[src/rtl/eth_rx_pkg.sv]
package eth_rx_pkg;

    localparam logic [7:0]  PREAMBLE_BYTE   = 8'h55;
    localparam logic [7:0]  SFD_BYTE        = 8'hD5;

    localparam logic [31:0] CRC_INIT        = 32'hFFFF_FFFF;
    localparam logic [31:0] CRC_POLY        = 32'hEDB8_8320;  // 802.3 poly, bit reversed
    localparam logic [31:0] CRC_RESIDUE     = 32'hDEBB_20E3;  // register after data + fcs

    localparam int unsigned FCS_BYTES       = 4;
    localparam int unsigned MIN_FRAME_BYTES = 64;             // incl. fcs
    localparam int unsigned MAX_FRAME_BYTES = 1518;           // incl. fcs
    localparam int unsigned ADDR_W          = 16;

    typedef enum logic [1:0] {
        IDLE,
        PREAMBLE,
        PAYLOAD,
        DROP
    } frontend_state_e;

    typedef enum logic [2:0] {
        WAIT_ARM,
        ARMED,
        RECEIVE,
        SKIP,
        DONE
    } writer_state_e;

    typedef enum logic [2:0] {
        FRAME_OK       = 3'd0,
        FRAME_CRC_BAD  = 3'd1,
        FRAME_RX_ERR   = 3'd2,
        FRAME_RUNT     = 3'd3,
        FRAME_OVERSIZE = 3'd4
    } frame_status_e;

endpackage

[src/rtl/eth_rx_top.sv]
`timescale 1ns/100ps

module eth_rx_top (
    input  logic                          gmii_rxc,
    input  logic                          rst,
    input  logic [7:0]                    gmii_rxd_i,
    input  logic                          gmii_rx_dv_i,
    input  logic                          gmii_rx_er_i,
    input  logic [eth_rx_pkg::ADDR_W-1:0] rx_addr_i,
    input  logic                          rx_ready_i,
    output logic [7:0]                    rx_data_o,
    output logic [eth_rx_pkg::ADDR_W-1:0] rx_addr_o,
    output logic                          rx_valid_o,
    output logic [eth_rx_pkg::ADDR_W-1:0] rx_len_o,
    output eth_rx_pkg::frame_status_e     rx_status_o,
    output logic                          rx_done_o,
    output logic [15:0]                   rx_drop_cnt_o
);
    import eth_rx_pkg::*;

    logic [7:0]        fr_data;
    logic              fr_valid;
    logic              fr_last;
    logic              fr_err;

    logic [7:0]        pl_data;       // fcs already removed
    logic              pl_valid;
    logic              pl_last;
    logic [ADDR_W-1:0] pl_len;
    frame_status_e     pl_status;

    gmii_rx_frontend u_frontend (
        .gmii_rxc     (gmii_rxc),
        .rst          (rst),
        .gmii_rxd_i   (gmii_rxd_i),
        .gmii_rx_dv_i (gmii_rx_dv_i),
        .gmii_rx_er_i (gmii_rx_er_i),
        .fr_data_o    (fr_data),
        .fr_valid_o   (fr_valid),
        .fr_last_o    (fr_last),
        .fr_err_o     (fr_err)
    );

    rx_crc_check u_crc_check (
        .gmii_rxc    (gmii_rxc),
        .rst         (rst),
        .fr_data_i   (fr_data),
        .fr_valid_i  (fr_valid),
        .fr_last_i   (fr_last),
        .fr_err_i    (fr_err),
        .pl_data_o   (pl_data),
        .pl_valid_o  (pl_valid),
        .pl_last_o   (pl_last),
        .pl_len_o    (pl_len),
        .pl_status_o (pl_status)
    );

    rx_buffer_writer u_writer (
        .gmii_rxc      (gmii_rxc),
        .rst           (rst),
        .pl_data_i     (pl_data),
        .pl_valid_i    (pl_valid),
        .pl_last_i     (pl_last),
        .pl_len_i      (pl_len),
        .pl_status_i   (pl_status),
        .rx_addr_i     (rx_addr_i),
        .rx_ready_i    (rx_ready_i),
        .rx_data_o     (rx_data_o),
        .rx_addr_o     (rx_addr_o),
        .rx_valid_o    (rx_valid_o),
        .rx_len_o      (rx_len_o),
        .rx_status_o   (rx_status_o),
        .rx_done_o     (rx_done_o),
        .rx_drop_cnt_o (rx_drop_cnt_o)
    );

endmodule

[src/rtl/gmii_rx_frontend.sv]
`timescale 1ns/100ps

module gmii_rx_frontend (
    input  logic       gmii_rxc,
    input  logic       rst,
    input  logic [7:0] gmii_rxd_i,
    input  logic       gmii_rx_dv_i,
    input  logic       gmii_rx_er_i,
    output logic [7:0] fr_data_o,
    output logic       fr_valid_o,
    output logic       fr_last_o,
    output logic       fr_err_o
);
    import eth_rx_pkg::*;

    frontend_state_e state;
    logic [7:0]      hold_data;    // byte kept back to find the last one
    logic            hold_valid;
    logic            err_acc;      // rx_er seen since preamble

    always_ff @(posedge gmii_rxc) begin
        if (rst) begin
            state      <= IDLE;
            hold_valid <= 1'b0;
            err_acc    <= 1'b0;
            fr_valid_o <= 1'b0;
            fr_last_o  <= 1'b0;
        end else begin
            fr_valid_o <= 1'b0;
            fr_last_o  <= 1'b0;
            case (state)
                IDLE: begin
                    hold_valid <= 1'b0;
                    err_acc    <= gmii_rx_dv_i & gmii_rx_er_i;
                    if (gmii_rx_dv_i) begin
                        if (gmii_rxd_i == PREAMBLE_BYTE) begin
                            state <= PREAMBLE;
                        end else if (gmii_rxd_i == SFD_BYTE) begin
                            state <= PAYLOAD;    // no preamble at all
                        end else begin
                            state <= DROP;
                        end
                    end
                end
                PREAMBLE: begin
                    hold_valid <= 1'b0;
                    err_acc    <= err_acc | gmii_rx_er_i;
                    if (!gmii_rx_dv_i) begin
                        state <= IDLE;
                    end else if (gmii_rxd_i == SFD_BYTE) begin
                        state <= PAYLOAD;
                    end else if (gmii_rxd_i != PREAMBLE_BYTE) begin
                        state <= DROP;
                    end
                end
                PAYLOAD: begin
                    if (gmii_rx_dv_i) begin
                        hold_valid <= 1'b1;
                        err_acc    <= err_acc | gmii_rx_er_i;
                        fr_valid_o <= hold_valid;
                    end else begin
                        state      <= IDLE;
                        hold_valid <= 1'b0;
                        fr_valid_o <= hold_valid;
                        fr_last_o  <= hold_valid;  // dv fell, held byte is the last
                    end
                end
                DROP: begin
                    hold_valid <= 1'b0;
                    err_acc    <= 1'b0;
                    if (!gmii_rx_dv_i) begin
                        state <= IDLE;
                    end
                end
                default: begin
                    state <= IDLE;
                end
            endcase
        end
    end

    always_ff @(posedge gmii_rxc) begin
        if (state == PAYLOAD && gmii_rx_dv_i) begin
            hold_data <= gmii_rxd_i;
        end
        if (state == PAYLOAD && hold_valid) begin
            fr_data_o <= hold_data;
            fr_err_o  <= err_acc;          // only looked at with fr_last_o
        end
    end

endmodule

[src/rtl/rx_buffer_writer.sv]
`timescale 1ns/100ps

module rx_buffer_writer (
    input  logic                          gmii_rxc,
    input  logic                          rst,
    input  logic [7:0]                    pl_data_i,
    input  logic                          pl_valid_i,
    input  logic                          pl_last_i,
    input  logic [eth_rx_pkg::ADDR_W-1:0] pl_len_i,
    input  eth_rx_pkg::frame_status_e     pl_status_i,
    input  logic [eth_rx_pkg::ADDR_W-1:0] rx_addr_i,
    input  logic                          rx_ready_i,
    output logic [7:0]                    rx_data_o,
    output logic [eth_rx_pkg::ADDR_W-1:0] rx_addr_o,
    output logic                          rx_valid_o,
    output logic [eth_rx_pkg::ADDR_W-1:0] rx_len_o,
    output eth_rx_pkg::frame_status_e     rx_status_o,
    output logic                          rx_done_o,
    output logic [15:0]                   rx_drop_cnt_o
);
    import eth_rx_pkg::*;

    writer_state_e     state;
    logic [ADDR_W-1:0] wr_addr;       // next ram address
    logic              frame_start;   // only meaningful outside a frame
    logic              write_en;

    assign frame_start = pl_valid_i | pl_last_i;
    assign write_en    = pl_valid_i && (state == ARMED || state == RECEIVE);

    always_ff @(posedge gmii_rxc) begin
        if (rst) begin
            state         <= WAIT_ARM;
            rx_valid_o    <= 1'b0;
            rx_done_o     <= 1'b0;
            rx_len_o      <= '0;
            rx_status_o   <= FRAME_OK;
            rx_drop_cnt_o <= '0;
        end else begin
            rx_valid_o <= write_en;
            case (state)
                WAIT_ARM: begin
                    if (frame_start) begin
                        if (pl_last_i) begin
                            rx_drop_cnt_o <= rx_drop_cnt_o + 1'b1;
                        end else begin
                            state <= SKIP;
                        end
                    end else if (!rx_done_o && !rx_ready_i) begin
                        state <= ARMED;
                    end
                end
                ARMED, RECEIVE: begin
                    if (pl_valid_i) begin
                        state <= RECEIVE;
                    end
                    if (pl_last_i) begin
                        rx_len_o    <= pl_len_i;
                        rx_status_o <= pl_status_i;
                        state       <= DONE;
                    end
                end
                SKIP: begin
                    if (rx_done_o && rx_ready_i) begin
                        rx_done_o <= 1'b0;         // host ack still honoured
                    end
                    if (pl_last_i) begin
                        rx_drop_cnt_o <= rx_drop_cnt_o + 1'b1;
                        state         <= (rx_done_o && !rx_ready_i) ? DONE : WAIT_ARM;
                    end
                end
                DONE: begin
                    if (!rx_done_o) begin
                        rx_done_o <= 1'b1;         // one cycle after last write
                    end else if (rx_ready_i) begin
                        rx_done_o <= 1'b0;
                        state     <= WAIT_ARM;
                    end
                    if (frame_start) begin
                        if (pl_last_i) begin
                            rx_drop_cnt_o <= rx_drop_cnt_o + 1'b1;
                        end else begin
                            state <= SKIP;
                        end
                    end
                end
                default: begin
                    state <= WAIT_ARM;
                end
            endcase
        end
    end

    always_ff @(posedge gmii_rxc) begin
        if (state == WAIT_ARM) begin
            wr_addr <= rx_addr_i;          // base as seen when arming
        end else if (write_en) begin
            wr_addr <= wr_addr + 1'b1;
        end
        if (write_en) begin
            rx_data_o <= pl_data_i;
            rx_addr_o <= wr_addr;
        end
    end

endmodule

[src/rtl/rx_crc_check.sv]
`timescale 1ns/100ps

module rx_crc_check (
    input  logic                          gmii_rxc,
    input  logic                          rst,
    input  logic [7:0]                    fr_data_i,
    input  logic                          fr_valid_i,
    input  logic                          fr_last_i,
    input  logic                          fr_err_i,
    output logic [7:0]                    pl_data_o,
    output logic                          pl_valid_o,
    output logic                          pl_last_o,
    output logic [eth_rx_pkg::ADDR_W-1:0] pl_len_o,
    output eth_rx_pkg::frame_status_e     pl_status_o
);
    import eth_rx_pkg::*;

    logic [7:0]        dly [FCS_BYTES];   // newest byte in dly[0]
    logic [ADDR_W-1:0] byte_cnt;          // bytes seen before the current one
    logic [ADDR_W-1:0] cnt_inc;
    logic              pop;
    logic [31:0]       crc;
    logic [31:0]       crc_next;
    logic [7:0]        pend_data;         // last payload byte, sent with status
    logic              pend_valid;
    logic              end_seen;
    logic [ADDR_W-1:0] frame_len;
    logic              frame_err;
    logic [ADDR_W-1:0] len_calc;
    frame_status_e     status_calc;

    function automatic logic [31:0] crc32_byte(input logic [31:0] c, input logic [7:0] d);
        logic [31:0] r;
        r = c ^ {24'd0, d};
        for (int i = 0; i < 8; i++) begin
            r = r[0] ? ((r >> 1) ^ CRC_POLY) : (r >> 1);
        end
        return r;
    endfunction

    assign cnt_inc  = (byte_cnt > MAX_FRAME_BYTES) ? byte_cnt : byte_cnt + 1'b1;  // saturate
    assign pop      = (byte_cnt >= FCS_BYTES) && (byte_cnt < MAX_FRAME_BYTES);
    assign crc_next = crc32_byte((byte_cnt == '0) ? CRC_INIT : crc, fr_data_i);

    always_comb begin
        if (frame_len > MAX_FRAME_BYTES) begin
            len_calc = ADDR_W'(MAX_FRAME_BYTES - FCS_BYTES);
        end else if (frame_len >= FCS_BYTES) begin
            len_calc = frame_len - ADDR_W'(FCS_BYTES);
        end else begin
            len_calc = '0;
        end

        if (frame_err) begin
            status_calc = FRAME_RX_ERR;
        end else if (frame_len > MAX_FRAME_BYTES) begin
            status_calc = FRAME_OVERSIZE;
        end else if (frame_len < MIN_FRAME_BYTES) begin
            status_calc = FRAME_RUNT;
        end else if (crc != CRC_RESIDUE) begin
            status_calc = FRAME_CRC_BAD;
        end else begin
            status_calc = FRAME_OK;
        end
    end

    always_ff @(posedge gmii_rxc) begin
        if (rst) begin
            byte_cnt    <= '0;
            end_seen    <= 1'b0;
            pend_valid  <= 1'b0;
            pl_valid_o  <= 1'b0;
            pl_last_o   <= 1'b0;
            pl_len_o    <= '0;
            pl_status_o <= FRAME_OK;
        end else begin
            pl_valid_o <= 1'b0;
            pl_last_o  <= 1'b0;
            if (fr_valid_i) begin
                if (fr_last_i) begin
                    byte_cnt   <= '0;
                    end_seen   <= 1'b1;
                    pend_valid <= pop;
                end else begin
                    byte_cnt   <= cnt_inc;
                    pl_valid_o <= pop;
                end
            end
            if (end_seen) begin     // crc now covers the whole frame
                end_seen    <= 1'b0;
                pl_valid_o  <= pend_valid;
                pl_last_o   <= 1'b1;
                pl_len_o    <= len_calc;
                pl_status_o <= status_calc;
            end
        end
    end

    always_ff @(posedge gmii_rxc) begin
        if (fr_valid_i) begin
            crc    <= crc_next;
            dly[0] <= fr_data_i;
            for (int i = 1; i < FCS_BYTES; i++) begin
                dly[i] <= dly[i-1];
            end
            if (fr_last_i) begin
                frame_len <= cnt_inc;
                frame_err <= fr_err_i;
                pend_data <= dly[FCS_BYTES-1];
            end
        end
        if (end_seen) begin
            pl_data_o <= pend_data;
        end else if (fr_valid_i && !fr_last_i && pop) begin
            pl_data_o <= dly[FCS_BYTES-1];
        end
    end

endmodule

[config.mk]
export PLATFORM = sky130hd
export DESIGN_NAME = eth_rx_top
export DESIGN_NICKNAME = d
export VERILOG_FILES = /design/src/rtl/eth_rx_pkg.sv /design/src/rtl/eth_rx_top.sv /design/src/rtl/gmii_rx_frontend.sv /design/src/rtl/rx_buffer_writer.sv /design/src/rtl/rx_crc_check.sv
export SDC_FILE = /design/constraint.sdc
export NUM_CORES = 1
export LEC_CHECK = 0
export BUFFER_PORTS_ARGS = -buffer_cell sky130_fd_sc_hd__buf_2
export CAP_MARGIN = 20
export CORE_MARGIN = 4
export CORE_UTILIZATION = 40
export DETAILED_ROUTE_END_ITERATION = 12
export PLACE_DENSITY_LB_ADDON = 0.3
export RECOVER_POWER = 100
export REMOVE_ABC_BUFFERS = 1
export SYNTH_ARGS = -nofsm -noshare
export SYNTH_HDL_FRONTEND = slang
export SYNTH_HIERARCHICAL = 1
export SYNTH_SLANG_ARGS = --single-unit
[constraint.sdc]
create_clock -name gmii_rxc -period 3.2 [get_ports gmii_rxc]
set_input_delay 0.48 -clock gmii_rxc [delete_from_list [all_inputs] [get_ports gmii_rxc]]
set_output_delay 0.48 -clock gmii_rxc [all_outputs]
set_load 0.02 [all_outputs]
[After elaboration in Yosys (flattened, before gate mapping)]
Memory sizes are Yosys's and may differ from the RTL's.
Index checks and enable logic that the tools add are counted.
Storage, ports and cells
  register bits after elaboration: 207
  output and inout port bits: 61
  input bits: 29
  memory bits (writable): 32
  memories kept: 1
Cells by class
  equality and inequality tests: 21
  mux-type cells: 59
  bitwise gates (word level): 14
  order comparisons: 6
  reduce and logical (&&, ||, !) cells: 33
  add/subtract/negate cells: 4
Memory list
  u_crc_check.dly: words 4, width 8, read ports 4, clocked after Yosys merged registers in 0, wr ports 4, RTL line rx_crc_check.sv:18  | logic [7:0] dly [FCS_BYTES];
Operator list (number)
  two-way mux 32 bit: 8
  two-way mux 16 bit: 8
  inverter 13 -> 14 bit: 8
  adder 16 x 1 -> 16 bit, second input constant: 3
  two-way mux 3 bit: 14
  greater-or-equal comparator 16 x 3 -> 1 bit, second input constant: 2
  > comparator 16 x 11 -> 1 bit, second input constant: 2
  inequality test 32 bit, second input constant: 1
  one-hot mux 16 bit (2 select lines): 1
  bitwise XOR 32 x 8 -> 32 bit: 1
  two-way mux 31 bit: 1
  zero test 16 bit: 1
  < comparator 16 x 11 -> 1 bit, second input constant: 1
  < comparator 16 x 7 -> 1 bit, second input constant: 1
  two-way mux 8 bit: 2
  subtractor 16 x 3 -> 16 bit, second input constant: 1
  two-way mux 1 bit: 14
  two-way mux 2 bit: 6
  one-hot mux 3 bit (4 select lines): 1
  logical AND 1 bit: 9
  OR reduction 3 bit: 3
  equality test 8 x 7 -> 1 bit, second input constant: 1
  equality test 8 bit, second input constant: 1
  inequality test 2 bit, second input constant: 4
  25 further kinds: 43

[Depth between registers and ports, before layout]
  depth in word-level cells: 19
  gate-level depth with buffers: 10
  gate-level depth less buffers: 8

[Cells and area by module]
The synthesis kept the hierarchy.
Modules (own cells, without submodules)
  rx_crc_check: instances 1, sequential area each 3693.5 µm², area each 6457.4 µm², cells each 538
  rx_buffer_writer: instances 1, sequential area each 2001.9 µm², area each 3429.5 µm², cells each 318
  gmii_rx_frontend: instances 1, sequential area each 630.6 µm², area each 882.1 µm², cells each 57

[Worst setup path after synthesis]
OpenSTA, ideal clock, no wires.
  kind: register -> register
  start: register u_frontend.fr_valid_o
  end: register u_crc_check.frame_err, enable pin
  buffers on the path: 0
  slack: -0.057 ns
  data arrival time: 2.875 ns
  stages on the path, launching flop included: 3
  path through: dfxtp_1 -> nand2_1 -> inv_1
On the way
  cells in the longest elaborated chain, start to end: 1
RTL lines
  from (decl): RTL line gmii_rx_frontend.sv:10  | output logic fr_valid_o,
  from (signal assigned): RTL line gmii_rx_frontend.sv:60  | fr_valid_o <= hold_valid;
  from (signal assigned): RTL line gmii_rx_frontend.sv:64  | fr_valid_o <= hold_valid;
  AND reduction 2 bit (no source line)
  to (signal assigned): RTL line rx_crc_check.sv:108  | frame_err <= fr_err_i;
  to (decl): RTL line rx_crc_check.sv:28  | logic frame_err;
Every way passes these cells.
A chain may end at the register's enable or synchronous reset.

[Worst setup path after layout]
  start: register u_crc_check.byte_cnt[15]
  end: register u_crc_check.crc[20], data pin
On the way
  cells in the longest elaborated chain, start to end: 17
RTL lines
  from (decl): RTL line rx_crc_check.sv:19  | logic [ADDR_W-1:0] byte_cnt;
  from (signal assigned): RTL line rx_crc_check.sv:85  | byte_cnt <= cnt_inc;
  zero test 16 bit (*): RTL line rx_crc_check.sv:43  | assign crc_next = crc32_byte((byte_cnt == '0) ? CRC_INIT : crc, fr_data_i);
  two-way mux 32 bit (*): RTL line rx_crc_check.sv:43
  bitwise XOR 32 x 8 -> 32 bit (*): RTL line rx_crc_check.sv:34  | r = c ^ {24'd0, d};
  inverter 13 -> 14 bit (no source line)
  two-way mux 32 bit (*): RTL line rx_crc_check.sv:36  | r = r[0] ? ((r >> 1) ^ CRC_POLY) : (r >> 1);
  inverter 13 -> 14 bit (no source line)
  two-way mux 32 bit (*) (2 in series): RTL line rx_crc_check.sv:36
  inverter 13 -> 14 bit (no source line)
  two-way mux 32 bit (*): RTL line rx_crc_check.sv:36
  inverter 13 -> 14 bit (no source line)
  two-way mux 32 bit (*) (2 in series): RTL line rx_crc_check.sv:36
  inverter 13 -> 14 bit (no source line)
  two-way mux 32 bit (*): RTL line rx_crc_check.sv:36
  inverter 13 -> 14 bit (no source line)
  two-way mux 31 bit (*): RTL line rx_crc_check.sv:36
  via u_crc_check.crc_next[20]: RTL line rx_crc_check.sv:23  | logic [31:0] crc_next;
  to (signal assigned): RTL line rx_crc_check.sv:101  | crc <= crc_next;
  to (decl): RTL line rx_crc_check.sv:22  | logic [31:0] crc;
The timed path passes the listed nets; every way through them passes the cells marked *.

==> metrics.csv <==
stage;metric;value;unit
clock_tree;cts_tree;built;
worst_setup_path;required;3480;ps
worst_setup_path;cp_top_family;simple AND/OR/NAND/NOR gates;
synthesis;async_flop_share;0;%
worst_setup_path;worstPathCellList;nor4_1 -> nand4_1 -> nand2_1 -> xnor2_1 -> clkbuf_1 -> xnor3_1 -> xnor2_1;
worst_setup_path;path_depth;7;
outcome;status;finished with violations;
synthesis;synth_top_family_by_area;simple AND/OR/NAND/NOR gates;
global_route;antenna_found_initial;0;
placed_design;dp_cells;1298;
synthesis;synth.distinct_cells;72;
clock_tree;cts-resized-gates;0;
sta;maxSlewHeadroom;-5.52;%
synthesis;synth.mux.area_fraction;2.70;%
flow_run;maxCapViolations;1;
worst_setup_path;crit_top_cell;xnor2_1;
placed_design;gp_congestion;0.894;
worst_setup_path;critical-path-slowest-cell;nor4_1;
clock_tree;cts_sinks;239;
cells_and_area;syn_to_final_growth;12.8;%
cells_and_area;diodes;0;
global_route;gr-total-overflow;0;
routing;ant_nets;0;
sta;hold_violations;0;
placed_design;dp_slack;593;ps
floorplan;dieArea;0.0296;mm²
worst_setup_path;path_buf_inv;1;
sta;worst_slack;393;ps
synthesis;yosys.area_share.xor_xnor;12.7;%
worst_setup_path;critPathMaxFanout;9;
sta;fin_crit_sh;87.7;%
synthesis;synth-simple-area-share;14.2;%
clock_tree;htreeDepth;1;
routing;via_per_inst;5.14;
cells_and_area;final_nets;1030;
power;ir_drop;0.000340;V
synthesis;synth_compound_area_share;7.38;%
clock_tree;postCtsHoldBufs;0;
synthesis;postSynthCellCount;913;
worst_setup_path;slowest_delay;570;ps
synthesis;ys_seq_elements;239;
clock_tree;ctsRootBufferMaster;clkbuf_16;
sta;worst_pin_slew;1580;ps
min_path;min_path_type;input port to flop;
floorplan;row_count;59;
sta;skew;8.43;ps
cells_and_area;final_cells;1344;
sta;drv_slew;65;
synthesis;yosys.area.top_type;edfxtp_1;
routing;vias;6905;
sta;period_minus_slack;2810;ps
synthesis;synthesis.area;0.0108;mm²
clock_tree;postCtsSetupRepairBufs;0;
power;powerDensity;575;mW/mm²
synthesis;dominantRegCellSynth;edfxtp_1;
clock_tree;clock_path_buffers;3;
floorplan;die_h;172;µm
floorplan;io_pins;90;
sta;setup_tns;0;ps
synthesis;synth_top_area_share;42.9;%
synthesis;seq_area_frac_synth;58.7;%
placed_design;hpwl;14900;µm
floorplan;core;0.0263;mm²
worst_setup_path;arrival;3080;ps
synthesis;ys_warn_count;6;
synthesis;synth-edff-count;154;
routing;drt-pass1-iter-count;5;
sta;timing.fmax;0.356;GHz
global_route;grt_max_degree;65;
worst_setup_path;worst-setup-path-type;flop to flop;
routing;drt_iter0_markers;659;
synthesis;synth_fa_ha_area_share;1.28;%
synthesis;synth.area.top_cells;edfxtp_1, dfxtp_1, xnor2_1;
clock_tree;clk_latency;520;ps
synthesis;syn_area_per_cell;11.8;µm²
routing;drt-total-wl;21400;µm
worst_setup_path;worst_setup_path_start_kind;flop;
clock_tree;cts_inserted_buffers;25;
placed_design;port_buffers;89;
outcome;violations;max-capacitance violations, max-slew violations;
worst_setup_path;end_kind;flop;
global_route;grt_pass1_wl;33900;µm
clock_tree;clk_pin_slew;60;ps
sta;rsz0062_at_grt;false;
power;p_total;6.98;mW
global_route;grt_usage;14.1;%
floorplan;start_util;41.0;%
global_route;grt_pass1_vias;6427;
min_path;hold_path_depth;1;
sta;setup_viol;0;
worst_setup_path;r2r_setup_slack;390;ps
power;p_leak;4.01;nW
cells_and_area;drive_gt1_share;9.02;%
worst_setup_path;ff2ff_path_depth;7;
routing;drc_errors;0;
routing;routedWlPerCell;15.9;µm
floorplan;die_w;172;µm
metrics by stage:
stage	instance area (µm²)	utilization, %	hold WS (ps)
after floorplan	10500	-	400
after global placement	11500	43.7	401
after detailed placement	11500	43.7	405
after CTS	12300	46.9	118
after global routing	12100	46.2	126
final	12100	46.2	143
final cells by class:
class / instances / area, µm²
Clock buffer: 28 / 678
Clock inverter: 18 / 165
Fill cell: 2421 / 14100
Inverter: 21 / 78.8
Multi-Input combinational cell: 602 / 4060
Sequential cell: 239 / 6330
Tap cell: 335 / 419
Timing Repair Buffer: 101 / 424
cell usage after synthesis, drive strengths merged, types with 8 or more instances:
master,count
and3,8
nor4,9
nor3,23
o31ai,8
inv,21
nand4,19
nand3,18
mux2,8
nor2,77
nand2,80
a21oi,24
xor2,44
edfxtp,154
mux2i,20
clkbuf,30
xnor2,103
or4,11
buf,21
o21ai,41
ha,11
dfxtp,85
cell families after synthesis:
logic type,count (synthesis)
and+or+nand+nor,293
DFF,239
xor gates and xnor gates,149
AOI/OAI and AO/OA,121
buffers and inverters,72
muxes,28
adders and majority gates,11
flip-flops by register name, indices dropped and copies added (netlist names), 16 cells and up:
name                    flops
u_writer/rx_drop_cnt_o     16
u_crc_check/frame_len      16
u_crc_check/byte_cnt       16
u_writer/wr_addr           16
u_writer/rx_len_o          16
u_writer/rx_addr_o         16
u_crc_check/crc            32
u_crc_check/dly            32
u_crc_check/pl_len_o       16
final timing paths:
path | startpoint | to
worst max-delay path | u_crc_check/byte_cnt[15]$_SDFFE_PP0P_ | u_crc_check/crc[20]$_DFFE_PP_
worst min-delay path | gmii_rxd_i[5] | u_frontend/hold_data[5]$_DFFE_PP_
worst max register to register | u_crc_check/byte_cnt[15]$_SDFFE_PP0P_ | u_crc_check/crc[20]$_DFFE_PP_
worst min register to register | u_crc_check/dly[1][4]$_DFFE_PP_ | u_crc_check/dly[2][4]$_DFFE_PP_
cell usage in the layout (no fill, tap or decap), drive strengths merged, types with 7 or more instances in the layout:
cell type / instances
o21ai: 41
mux2: 8
or4: 11
mux2i: 20
a31oi: 7
nor4: 9
clkinv: 9
clkbuf: 100
nor3: 23
nand4: 19
o31ai: 8
ha: 11
xnor2: 103
nand2: 80
a21oi: 24
dfxtp: 85
buf: 29
inv: 22
and3: 8
nand3: 18
xor2: 44
nor2: 77
edfxtp: 154
per-layer routing:
metal | vias up | GRT usage [%] | part of all wire, %
met4 | 0 | 4.10 | 2.2
met5 | - | 0 | 0
met2 | 191 | 21.9 | 44
met3 | 32 | 2.06 | 5.8
met1 | 3259 | 20.7 | 48
li1 | 3423 | - | -
report_power, final:
| group | switching, mW | total, mW | internal, mW |
|---|---|---|---|
| Combinational | 0.323 | 0.575 | 0.252 |
| Clock | 1.20 | 2.90 | 1.70 |
| Sequential | 0.0985 | 3.51 | 3.41 |
Note: power is estimated with default switching activity, not from simulation.
